File: config.mk
export PLATFORM = sky130hd
export DESIGN_NAME = fp_mul_top
export DESIGN_NICKNAME = d
export VERILOG_FILES = /design/src/fp_mul_pkg.sv /design/src/booth_multiplier.sv /design/src/fp_mul_top.sv /design/src/fp_normalize_round.sv /design/src/fp_unpack.sv
export SDC_FILE = /design/constraint.sdc
export NUM_CORES = 1
export LEC_CHECK = 0
export BUFFER_PORTS_ARGS = -buffer_cell sky130_fd_sc_hd__buf_2
export CAP_MARGIN = 10
export CORE_ASPECT_RATIO = 1.5
export CORE_MARGIN = 4
export CORE_UTILIZATION = 66
export CTS_CLUSTER_SIZE = 24
export DETAILED_ROUTE_END_ITERATION = 16
export PLACE_DENSITY = 0.85
export SETUP_SLACK_MARGIN = 0.1
export SYNTH_ARGS = -nofsm -noshare
export SYNTH_HDL_FRONTEND = slang
export SYNTH_SLANG_ARGS = --single-unit
File: constraint.sdc
create_clock -name clk_sys -period 7.32 [get_ports clk_sys]
set_input_delay 1.098 -clock clk_sys [delete_from_list [all_inputs] [get_ports clk_sys]]
set_output_delay 1.098 -clock clk_sys [all_outputs]
set_load 0.02 [all_outputs]
File: src/fp_mul_pkg.sv
// ==============================
// FP multiplier shared types
// Float word views, operand classes, status flags
// and single-precision format constants
// ==============================
`default_nettype none

package fp_mul_pkg;

    // ==============================
    // Format constants
    // ==============================
    localparam int unsigned exp_bias      = 127;
    localparam int unsigned frac_width    = 23;
    // Zero sign bit, hidden one, fraction
    localparam int unsigned mant_op_width = 25;
    localparam int unsigned product_width = 48;
    // Canonical quiet NaN
    localparam logic [31:0] qnan_word     = 32'h7fc0_0000;

    // ==============================
    // Float word
    // ==============================
    typedef struct packed {
        logic       sign;
        logic [7:0] exponent;
        logic [22:0] fraction;
    } fp_fields_t;

    // Same 32 bits seen as a raw word or as IEEE fields
    typedef union packed {
        logic [31:0] raw;
        fp_fields_t  fields;
    } fp_word_u;

    // ==============================
    // Classification and status
    // ==============================
    // Zero also covers denormals, which are flushed
    typedef struct packed {
        logic is_zero;
        logic is_inf;
        logic is_nan;
        logic is_normal;
    } operand_class_t;

    typedef struct packed {
        logic invalid;
        logic overflow;
        logic underflow;
        logic inexact;
    } fp_flags_t;

    // Unpack to normalize/round
    // Exponent sum is exp_a + exp_b - bias, signed
    typedef struct packed {
        logic              sign;
        logic signed [9:0] exp_sum;
        operand_class_t    class_a;
        operand_class_t    class_b;
    } mul_class_t;

endpackage

`default_nettype wire

File: src/booth_multiplier.sv
// ==============================
// Radix-2 Booth multiplier
// Sequential signed multiply, one bit per cycle,
// one-hot step machine and a done pulse
// ==============================
`timescale 1ns/10ps
`default_nettype none

module booth_multiplier #(
    parameter int operand_width = 25
) (
    input  logic                       clk_sys,
    input  logic                       rst_sys_n,
    input  logic                       start,
    input  logic [operand_width-1:0]   mant_a,
    input  logic [operand_width-1:0]   mant_b,
    output logic [2*operand_width-3:0] product,
    output logic                       prod_done
);

    // Accumulator holds upper half, multiplier and guard bit
    localparam int acc_width = 2 * operand_width + 1;
    localparam int cnt_width = $clog2(operand_width + 1);

    // One-hot states
    localparam logic [3:0] st_idle   = 4'b0001;
    localparam logic [3:0] st_load   = 4'b0010;
    localparam logic [3:0] st_iter   = 4'b0100;
    localparam logic [3:0] st_finish = 4'b1000;

    logic [3:0]               state;
    logic [3:0]               state_nxt;
    logic                     start_q;
    logic [cnt_width-1:0]     step_cnt;
    logic                     step_last;
    logic [operand_width-1:0] mcand;
    logic [operand_width-1:0] mcand_neg;
    logic [acc_width-1:0]     acc;
    logic [operand_width-1:0] sum_add;
    logic [operand_width-1:0] sum_sub;

    assign step_last = (step_cnt == cnt_width'(operand_width));

    // ==============================
    // Step machine
    // ==============================
    // Registered start, one cycle before load
    always_ff @(posedge clk_sys or negedge rst_sys_n) begin
        if (!rst_sys_n) begin
            start_q <= 1'b0;
        end else begin
            start_q <= start && (state == st_idle) && !start_q;
        end
    end

    always_ff @(posedge clk_sys or negedge rst_sys_n) begin
        if (!rst_sys_n) begin
            state <= st_idle;
        end else begin
            state <= state_nxt;
        end
    end

    always_comb begin
        case (state)
            st_idle:   state_nxt = start_q ? st_load : st_idle;
            st_load:   state_nxt = st_iter;
            st_iter:   state_nxt = step_last ? st_finish : st_iter;
            st_finish: state_nxt = st_idle;
            default:   state_nxt = st_idle;
        endcase
    end

    // Counts shift/add steps, stops at operand_width
    always_ff @(posedge clk_sys or negedge rst_sys_n) begin
        if (!rst_sys_n) begin
            step_cnt <= '0;
        end else if (state != st_iter) begin
            step_cnt <= '0;
        end else if (!step_last) begin
            step_cnt <= step_cnt + 1'b1;
        end
    end

    // Pulse after one cycle in finish
    always_ff @(posedge clk_sys or negedge rst_sys_n) begin
        if (!rst_sys_n) begin
            prod_done <= 1'b0;
        end else begin
            prod_done <= (state == st_finish);
        end
    end

    // ==============================
    // Datapath
    // ==============================
    // Upper half plus or minus the multiplicand
    assign sum_add = acc[acc_width-1:operand_width+1] + mcand;
    assign sum_sub = acc[acc_width-1:operand_width+1] + mcand_neg;

    always_ff @(posedge clk_sys) begin
        if (state == st_load) begin
            mcand     <= mant_a;
            mcand_neg <= ~mant_a + 1'b1;
            // Multiplier in low half, zero guard bit below
            acc       <= {{operand_width{1'b0}}, mant_b, 1'b0};
        end else if ((state == st_iter) && !step_last) begin
            // Booth pair decides, then arithmetic shift right
            case (acc[1:0])
                2'b01:   acc <= {sum_add[operand_width-1], sum_add, acc[operand_width:1]};
                2'b10:   acc <= {sum_sub[operand_width-1], sum_sub, acc[operand_width:1]};
                default: acc <= {acc[acc_width-1], acc[acc_width-1:1]};
            endcase
        end
    end

    // Low product bits above the guard bit
    assign product = acc[2*operand_width-2:1];

endmodule

`default_nettype wire

File: src/fp_mul_top.sv
// ==============================
// FP single-precision multiplier
// Unpack, Booth mantissa multiply, normalize/round
// ==============================
`timescale 1ns/10ps
`default_nettype none

module fp_mul_top import fp_mul_pkg::*; (
    input  logic      clk_sys,
    input  logic      rst_sys_n,
    input  logic      start,
    input  fp_word_u  op_a,
    input  fp_word_u  op_b,
    output fp_word_u  result,
    output fp_flags_t flags,
    output logic      done
);

    logic [mant_op_width-1:0] mant_a;
    logic [mant_op_width-1:0] mant_b;
    mul_class_t               mul_info;
    logic [product_width-1:0] product;
    logic                     prod_done;

    // Operand capture and classification
    fp_unpack i_fp_unpack (
        .clk_sys   (clk_sys),
        .rst_sys_n (rst_sys_n),
        .start     (start),
        .op_a      (op_a),
        .op_b      (op_b),
        .prod_done (prod_done),
        .mant_a    (mant_a),
        .mant_b    (mant_b),
        .mul_info  (mul_info)
    );

    // Mantissa product
    booth_multiplier #(
        .operand_width (mant_op_width)
    ) i_booth_multiplier (
        .clk_sys   (clk_sys),
        .rst_sys_n (rst_sys_n),
        .start     (start),
        .mant_a    (mant_a),
        .mant_b    (mant_b),
        .product   (product),
        .prod_done (prod_done)
    );

    // Rounding, specials and result register
    fp_normalize_round i_fp_normalize_round (
        .clk_sys   (clk_sys),
        .rst_sys_n (rst_sys_n),
        .product   (product),
        .prod_done (prod_done),
        .mul_info  (mul_info),
        .result    (result),
        .flags     (flags),
        .done      (done)
    );

endmodule

`default_nettype wire

File: src/fp_normalize_round.sv
// ==============================
// FP normalize and round
// Aligns the mantissa product, rounds to nearest-even,
// resolves special operands and registers the result
// ==============================
`timescale 1ns/10ps
`default_nettype none

module fp_normalize_round import fp_mul_pkg::*; (
    input  logic                     clk_sys,
    input  logic                     rst_sys_n,
    input  logic [product_width-1:0] product,
    input  logic                     prod_done,
    input  mul_class_t               mul_info,
    output fp_word_u                 result,
    output fp_flags_t                flags,
    output logic                     done
);

    // Guard bit position after alignment
    localparam int grd_pos = product_width - frac_width - 2;

    logic                     norm_shift;
    logic [product_width-1:0] prod_al;
    logic [frac_width-1:0]    frac_norm;
    logic                     guard_bit;
    logic                     round_bit;
    logic                     sticky_bit;
    logic                     round_up;
    logic [frac_width:0]      frac_rnd;
    logic signed [9:0]        exp_norm;
    logic signed [9:0]        exp_final;
    logic                     any_nan;
    logic                     any_inf;
    logic                     any_zero;
    logic                     inf_zero;
    fp_word_u                 result_d;
    fp_flags_t                flags_d;

    // ==============================
    // Normalize
    // ==============================
    // Product of two 1.x mantissas lies in [1, 4)
    assign norm_shift = product[product_width-1];

    // Leading one ends up at the top bit
    assign prod_al = norm_shift ? product : {product[product_width-2:0], 1'b0};

    assign frac_norm  = prod_al[product_width-2 -: frac_width];
    assign guard_bit  = prod_al[grd_pos];
    assign round_bit  = prod_al[grd_pos-1];
    assign sticky_bit = |prod_al[grd_pos-2:0];

    assign exp_norm = mul_info.exp_sum + (norm_shift ? 10'sd1 : 10'sd0);

    // ==============================
    // Round to nearest-even
    // ==============================
    // Ties go up only on an odd lsb
    assign round_up = guard_bit && (round_bit || sticky_bit || frac_norm[0]);
    assign frac_rnd = {1'b0, frac_norm} + {{frac_width{1'b0}}, round_up};

    // Carry out means mantissa 10.0, fraction already zero
    assign exp_final = exp_norm + $signed({9'd0, frac_rnd[frac_width]});

    // Operand class summary
    assign any_nan  = mul_info.class_a.is_nan || mul_info.class_b.is_nan;
    assign any_inf  = mul_info.class_a.is_inf || mul_info.class_b.is_inf;
    assign any_zero = mul_info.class_a.is_zero || mul_info.class_b.is_zero;
    assign inf_zero = (mul_info.class_a.is_inf && mul_info.class_b.is_zero) ||
                      (mul_info.class_a.is_zero && mul_info.class_b.is_inf);

    // ==============================
    // Special cases in priority order
    // ==============================
    always_comb begin
        result_d             = '0;
        flags_d              = '0;
        result_d.fields.sign = mul_info.sign;
        if (any_nan || inf_zero) begin
            // Canonical quiet NaN, sign dropped
            result_d.raw    = qnan_word;
            flags_d.invalid = inf_zero;
        end else if (any_inf) begin
            result_d.fields.exponent = 8'hff;
        end else if (any_zero) begin
            // Signed zero
            result_d.fields.exponent = 8'h00;
        end else if (exp_final >= 10'sd255) begin
            // Overflow to signed infinity
            result_d.fields.exponent = 8'hff;
            flags_d.overflow         = 1'b1;
            flags_d.inexact          = 1'b1;
        end else if (exp_final <= 10'sd0) begin
            // Flush tiny results
            flags_d.underflow = 1'b1;
            flags_d.inexact   = 1'b1;
        end else begin
            result_d.fields.exponent = exp_final[7:0];
            result_d.fields.fraction = frac_rnd[frac_width-1:0];
            flags_d.inexact          = guard_bit || round_bit || sticky_bit;
        end
    end

    // ==============================
    // Output registers
    // ==============================
    // Result held until the next product completes
    always_ff @(posedge clk_sys or negedge rst_sys_n) begin
        if (!rst_sys_n) begin
            result <= '0;
            flags  <= '0;
            done   <= 1'b0;
        end else begin
            done <= prod_done;
            if (prod_done) begin
                result <= result_d;
                flags  <= flags_d;
            end
        end
    end

endmodule

`default_nettype wire

File: src/fp_unpack.sv
// ==============================
// FP operand unpack
// Latches both operands on start, classifies them,
// forms Booth mantissas and the biased exponent sum
// ==============================
`timescale 1ns/10ps
`default_nettype none

module fp_unpack import fp_mul_pkg::*; (
    input  logic                     clk_sys,
    input  logic                     rst_sys_n,
    input  logic                     start,
    input  fp_word_u                 op_a,
    input  fp_word_u                 op_b,
    input  logic                     prod_done,
    output logic [mant_op_width-1:0] mant_a,
    output logic [mant_op_width-1:0] mant_b,
    output mul_class_t               mul_info
);

    logic           busy;
    logic           accept;
    operand_class_t class_a;
    operand_class_t class_b;
    logic [9:0]     exp_sum;

    // Class from exponent and fraction
    // Zero exponent is zero whatever the fraction
    function automatic operand_class_t classify(input fp_fields_t f);
        operand_class_t c;
        c.is_zero   = (f.exponent == 8'h00);
        c.is_inf    = (f.exponent == 8'hff) && (f.fraction == '0);
        c.is_nan    = (f.exponent == 8'hff) && (f.fraction != '0);
        c.is_normal = (f.exponent != 8'h00) && (f.exponent != 8'hff);
        return c;
    endfunction

    assign class_a = classify(op_a.fields);
    assign class_b = classify(op_b.fields);

    // Biased sum, wraps to negative for tiny products
    assign exp_sum = {2'b00, op_a.fields.exponent} + {2'b00, op_b.fields.exponent}
                   - 10'(exp_bias);

    // Accept when idle
    // A start in the prod_done cycle is also taken,
    // the Booth machine is idle again by then
    assign accept = start && (!busy || prod_done);

    // ==============================
    // Busy level
    // ==============================
    always_ff @(posedge clk_sys or negedge rst_sys_n) begin
        if (!rst_sys_n) begin
            busy <= 1'b0;
        end else if (accept) begin
            busy <= 1'b1;
        end else if (prod_done) begin
            busy <= 1'b0;
        end
    end

    // ==============================
    // Operand registers
    // ==============================
    always_ff @(posedge clk_sys) begin
        if (accept) begin
            // Top bit zero keeps Booth operands non-negative
            mant_a           <= {1'b0, op_a.fields.exponent != 8'h00, op_a.fields.fraction};
            mant_b           <= {1'b0, op_b.fields.exponent != 8'h00, op_b.fields.fraction};
            mul_info.sign    <= op_a.fields.sign ^ op_b.fields.sign;
            mul_info.exp_sum <= exp_sum;
            mul_info.class_a <= class_a;
            mul_info.class_b <= class_b;
        end
    end

endmodule

`default_nettype wire

### After elaboration in Yosys (flattened, before gate mapping)

Index checks and enable logic that the tools add are counted.

| storage, ports and cells | value |
|---|---|
| memories kept | 0 |
| word-level logic and storage cells | 118 |
| memory bits (writable) | 0 |
| ROM bits | 0 |
| bits in latches | 0 |
| bits in registers | 214 |
| input bits | 67 |

| cells by class | value |
|---|---|
| reduce and logical (&&, ||, !) cells | 37 |
| $lt $le $gt $ge | 2 |
| add/subtract/negate cells | 9 |
| multipliers | 0 |
| shifts and indexed selects | 0 |
| div/mod/pow operators | 0 |
| eq/ne operators | 11 |
| bitwise gates (word level) | 2 |
| multiplexer cells | 30 |

Operator list:

| kind | number |
|---|---|
| 51-bit one-hot mux with 2 select lines | 1 |
| 23-bit two-way mux | 3 |
| 31-bit two-way mux | 2 |
| 47-bit two-way mux | 1 |
| 23-bit zero test | 2 |
| 23-bit nonzero test | 2 |
| 26-bit two-way mux | 1 |
| 25-bit by 1-bit adder with 25-bit output (second input constant) | 1 |
| 25-bit by 24-bit adder with 25-bit output | 1 |
| 25-bit adder | 1 |
| 25-bit two-way mux | 1 |
| 24-bit NOT with 25-bit output | 1 |
| 23-bit by 1-bit adder with 24-bit output | 1 |
| 8-bit two-way mux | 3 |
| 22-bit OR reduction | 1 |
| 8-bit == test (second input constant) | 2 |
| 8-bit zero test | 2 |
| 8-bit nonzero test | 2 |
| 4-bit one-hot mux with 3 select lines | 1 |
| 1-bit logical AND | 11 |
| 10-bit adder | 1 |
| 10-bit by 2-bit adder with 10-bit output | 1 |
| 10-bit by 9-bit >= comparator with 1-bit output (second input constant) | 1 |
| 10-bit by 1-bit less-or-equal comparator with 1-bit output (second input constant) | 1 |
| other kinds (22) | 47 |

### Logic depth before layout (Yosys ltp)

| depth | value |
|---|---|
| word-level depth | 13 |
| mapped depth | 19 |
| mapped depth without buffers | 17 |

### Modules after synthesis

From an unflattened synthesis, not the netlist that was laid out.

| unflattened totals | value |
|---|---|
| cell total of the unflattened synthesis | 1279 |
| area total of the unflattened synthesis | 13236.4 µm² |

Modules (own cells, without submodules):

| module | area each (µm²) | sequential area each (µm²) | cells each | times used |
|---|---|---|---|---|
| booth_multiplier | 7657.3 | 3019.1 | 792 | 1 |
| fp_normalize_round | 2847.7 | 925.9 | 322 | 1 |
| fp_unpack | 2731.4 | 2037.0 | 165 | 1 |

### Worst setup path after synthesis

OpenSTA, ideal clock, no wires.

| path | value |
|---|---|
| path kind | register to register |
| start | register i_booth_multiplier.acc[48] |
| end | register i_fp_normalize_round.result[20] (netlist name) |
| setup slack | 3423 ps |
| arrival | 3760 ps |
| path buffers | 3 |
| cell stages (with the launch flop) | 19 |
| path through | dfxtp_1 -> buf_2 -> clkbuf_1 -> a21oi_1 -> nor2_1 -> nor4bb_1 -> nand2_1 -> fa_1 -> inv_1 -> ha_1 -> nand3_1 -> nor2_1 -> xnor2_1 -> o41ai_1 -> inv_1 -> and2_1 -> nand3_2 -> buf_2 -> o22ai_1 |

| on the way | value |
|---|---|
| word-level cells in the longest chain between the ends | 13 |
| elaborated cells on any way between the ends | 16 |
| classes of those cells | 3 x add/sub; 2 x order compare; 7 x mux; 4 x reduce/logical |

Ends and longest elaborated chain:

| what | RTL line | text |
|---|---|---|
| from (decl) | booth_multiplier.sv:38 | `logic [acc_width-1:0] acc;` |
| from (signal assigned) | booth_multiplier.sv:106 | `acc <= {{operand_width{1'b0}}, mant_b, 1'b0};` |
| from (signal assigned) | booth_multiplier.sv:110 | `2'b01: acc <= {sum_add[operand_width-1], sum_add, acc[operand_width:1]};` |
| from (signal assigned) | booth_multiplier.sv:111 | `2'b10: acc <= {sum_sub[operand_width-1], sum_sub, acc[operand_width:1]};` |
| 47-bit two-way mux | fp_normalize_round.sv:47 | `assign prod_al = norm_shift ? product : {product[product_width-2:0], 1'b0};` |
| 22-bit OR reduction | fp_normalize_round.sv:52 | `assign sticky_bit = \|prod_al[grd_pos-2:0];` |
| 1-bit logical OR (2 in series) | fp_normalize_round.sv:60 | `assign round_up = guard_bit && (round_bit \|\| sticky_bit \|\| frac_norm[0]);` |
| 1-bit logical AND | fp_normalize_round.sv:60 |  |
| 23-bit by 1-bit adder with 24-bit output | fp_normalize_round.sv:61 | `assign frac_rnd = {1'b0, frac_norm} + {{frac_width{1'b0}}, round_up};` |
| 10-bit by 2-bit adder with 10-bit output | fp_normalize_round.sv:64 | `assign exp_final = exp_norm + $signed({9'd0, frac_rnd[frac_width]});` |
| 10-bit by 1-bit less-or-equal comparator with 1-bit output | fp_normalize_round.sv:94 | `end else if (exp_final <= 10'sd0) begin` |
| 31-bit two-way mux | fp_normalize_round.sv:94 |  |
| 23-bit two-way mux (*) | fp_normalize_round.sv:89 | `end else if (exp_final >= 10'sd255) begin` |
| 23-bit two-way mux (*) | fp_normalize_round.sv:86 | `end else if (any_zero) begin` |
| 23-bit two-way mux (*) | fp_normalize_round.sv:84 | `end else if (any_inf) begin` |
| 31-bit two-way mux (*) | fp_normalize_round.sv:80 | `if (any_nan \|\| inf_zero) begin` |
| to (signal assigned) | fp_normalize_round.sv:117 | `result <= result_d;` |
| to (decl) | fp_normalize_round.sv:15 | `output fp_word_u result,` |

Every way passes the cells marked *; elsewhere a longest branch is shown, timed or not.
A chain may end at the register's enable or synchronous reset.

### Final worst setup path

| path | value |
|---|---|
| start | register i_booth_multiplier.acc[29] |
| end | register i_fp_normalize_round.result[7] (netlist name) |

| on the way | value |
|---|---|
| word-level cells in the longest chain between the ends | 9 |
| elaborated cells on any way between the ends | 10 |
| classes of those cells | 2 x add/sub; 2 x order compare; 6 x mux |

Ends and longest elaborated chain:

| what | RTL line |
|---|---|
| 47-bit two-way mux (*) | fp_normalize_round.sv:47 |
| 23-bit by 1-bit adder with 24-bit output (*) | fp_normalize_round.sv:61 |
| 10-bit by 2-bit adder with 10-bit output | fp_normalize_round.sv:64 |
| 10-bit by 1-bit less-or-equal comparator with 1-bit output | fp_normalize_round.sv:94 |
| 31-bit two-way mux | fp_normalize_round.sv:94 |
| 23-bit two-way mux (*) | fp_normalize_round.sv:89 |
| 23-bit two-way mux (*) | fp_normalize_round.sv:86 |
| 23-bit two-way mux (*) | fp_normalize_round.sv:84 |
| 31-bit two-way mux (*) | fp_normalize_round.sv:80 |

Marked as above.

==> reports/metrics.cfg <==
[run_status]
status=finished clean

[routing]
vias_per_cell=6.58
drt-initial-drc-count=960
drc=0
vias=10500
routedWlPerCell_um=21.5
first_pass_iters=8
ant_nets=0
finalWirelength_mm=34.1

[place]
place.port_buffers=103
place_hpwl_mm=24.9
place_ws_ns=2.37
gp_congestion=0.925
place_area_sq_mm=0.0133

[timing]
setup_tns_ns=0
worst_pin_slew_ns=1.25
fmax_mhz=199
whs_ns=0.460
rsz0062_at_grt=no
min_period_over_period=0.688
fin_skew_ns=0.0121
worst_slack_ns=2.28
setup_viol=0
hold_viol_final=0
worst_slew_margin_rel=0.164
final_max_slew_viol_count=0
min_period_ns=5.04

[floorplanning]
start_util=0.675
boundaryPins=104
die_y_um=177
core-area_sq_mm=0.0187
die-width_um=121
die_area_sq_mm=0.0214
rows=61

[synth]
async_reset_ff_frac=0.230
synth_top_cell_by_area=edfxtp_1
yosys_warnings=0
synth_edf_count=138
synth_cell_types=93
synth.avg_cell_area_sq_um=10.2
synthCells=1241
synth_nets=1375
ys_seq_area_frac=0.467
synth-seq-cells=213
synth_area_leaders=edfxtp_1, dfrtp_1, ha_1
synth_area_sq_mm=0.0126
synth_flop_cell=edfxtp_1
synth_top_area_frac=0.328
yosys-top-cells-count=edfxtp_1, nand2_1, nor2_1
yosysMostFrequentCell=edfxtp_1

[worst_setup_path]
rrSetupSlack_ns=2.28
worstSetupStartpointType=flop
cp_slowest_cell=o41ai_1
crit_family=simple AND/OR/NAND/NOR gates
path_cells=nand2b_1 > a211o_1 > nor3_1 > nand4_1 > nor2_1 > nand2_1 > fa_1 > inv_1 > ha_1 > nand3_1 > nor2_1 > xnor2_1 > o41ai_1 > inv_1 > and2_1 > nand3_2 > o22ai_1
cp.arrival_ns=5.40
cp_max_fo=22
crit_path_max_incr_delay_ns=0.70
setup.worst_path.class=flop to flop
worstSetupEndpointType=flop
cp.required_ns=7.68
crit_buf_inv=2

[clocking]
tritoncts.num_buffers=22
cts_htree_levels=1
cts_tree=done
clk_latency_ns=0.51
cts_hold_buf=0
cts-root-buf=clkbuf_16
clock_sinks=213
postCtsResizedCells=0
cts_setup_buffers=0
clockBufferDepth=3
clk_pin_slew_ns=0.06

[global_routing]
grt_pass1_wl_mm=54.7
grt_max_degree=74
antenna_found_initial=0
overflow=0
grt_use_total=0.323
grt_pass1_vias=10300

[finish]
num_antenna_cells=0
syn_to_final_growth_pct=11.1
drive_gt1_frac=0.137
fin_util=0.750
nets=1457
fin_area_sq_mm=0.0140

[power_and_ir_drop]
p_per_area_mw_per_mm2=288
peakVddDrop_v=0.000237
p_leak_nw=5.51

[flow_run]
drv_cap=0

[min_path]
hold_path_class=flop to flop

-- registers in the layout (all words and copies together) (netlist names), 4 cells and up --
register                      count
i_booth_multiplier.acc           51
i_booth_multiplier.mcand         23
i_booth_multiplier.mcand_neg     25
i_booth_multiplier.state          4
i_booth_multiplier.step_cnt       5
i_fp_normalize_round.flags        4
i_fp_normalize_round.result      32
i_fp_unpack.mant_a               24
i_fp_unpack.mant_b               24
i_fp_unpack.mul_info             17
-- logic make-up (layout without fill, tap and decap cells) --
group           count (synthesis)  in the layout  share of synthesized area
simple gates                  379            379                      0.154
compound gates                361            361                      0.200
flops                         213            213                      0.467
buf+inv                       117            215                     0.0363
xor+xnor                       88             88                     0.0611
fa+ha+maj                      67             67                     0.0688
mux                            16             16                     0.0134
-- metrics by stage --
| step | std cells | power (W) |
|---|---|---|
| 2_1_floorplan | 1241 | 0.00256 |
| 3_3_place_gp | 1551 | 0.00288 |
| 3_5_place_dp | 1551 | 0.00291 |
| 4_1_cts | 1591 | 0.00401 |
| 5_1_grt | 1591 | 0.00425 |
| 6_report | 1591 | 0.00404 |
-- placed cells by master, fill, tap and decap left out, types with 17 or more instances in the layout --
cell,n
a21o_1,26
a21oi_1,77
a22o_1,24
and3_1,17
buf_2,103
clkbuf_16,23
dfrtp_1,48
dfxtp_1,25
edfxtp_1,138
ha_1,63
inv_1,59
nand2_1,89
nand3_1,43
nor2_1,83
nor3_1,28
nor4_1,26
o21ai_0,62
o22ai_1,19
xnor2_1,52
xor2_1,36
-- per-layer routing --
metal	GRT usage	routed length (um)	share of wire	up-vias
li1	-	-	-	4867
met1	0.398	12500	0.37	5015
met2	0.557	17200	0.50	478
met3	0.0443	2530	0.074	116
met4	0.158	1860	0.055	0
met5	0	0	0	-
-- final timing paths --
kind                       cells past startpoint                             end                  startpoint
min reg2reg                                    1      i_booth_multiplier.start_q  i_booth_multiplier.start_q
min in group asynchronous                      2                i_fp_unpack.busy                   rst_sys_n
max reg2reg                                   17  i_fp_normalize_round.result[7]  i_booth_multiplier.acc[29]
max                                           17  i_fp_normalize_round.result[7]  i_booth_multiplier.acc[29]
max in group asynchronous                      2   i_fp_normalize_round.flags[1]                   rst_sys_n
min                                            1      i_booth_multiplier.start_q  i_booth_multiplier.start_q
-- cell type report --
class,count,area (sq um)
Multi-Input combinational cell,911,6270
Sequential cell,213,5890
Fill cell,1304,4680
Timing Repair Buffer,114,598
Clock buffer,24,579
Tap cell,252,315
Inverter,61,229
Clock inverter,16,130
-- worst reg2reg max path: stages, from the launching register on --
cell and delay (ns):
dfxtp_1 0.56, nand2b_1 0.20, a211o_1 0.35, nor3_1 0.36, nand4_1 0.25, nor2_1 0.23
nand2_1 0.12, fa_1 0.40, inv_1 0.08, ha_1 0.24, nand3_1 0.16, nor2_1 0.15
xnor2_1 0.13, o41ai_1 0.70, inv_1 0.19, and2_1 0.21, nand3_2 0.36, o22ai_1 0.19
-- power by group --
group,total (W),internal [W],switching [W]
logic,0.00138,0.000551,0.000831
registers,0.00156,0.00140,0.000160
clock network,0.00111,0.000642,0.000464
total,0.00404,0.00259,0.00146
Power figures use the tool's default switching activity.
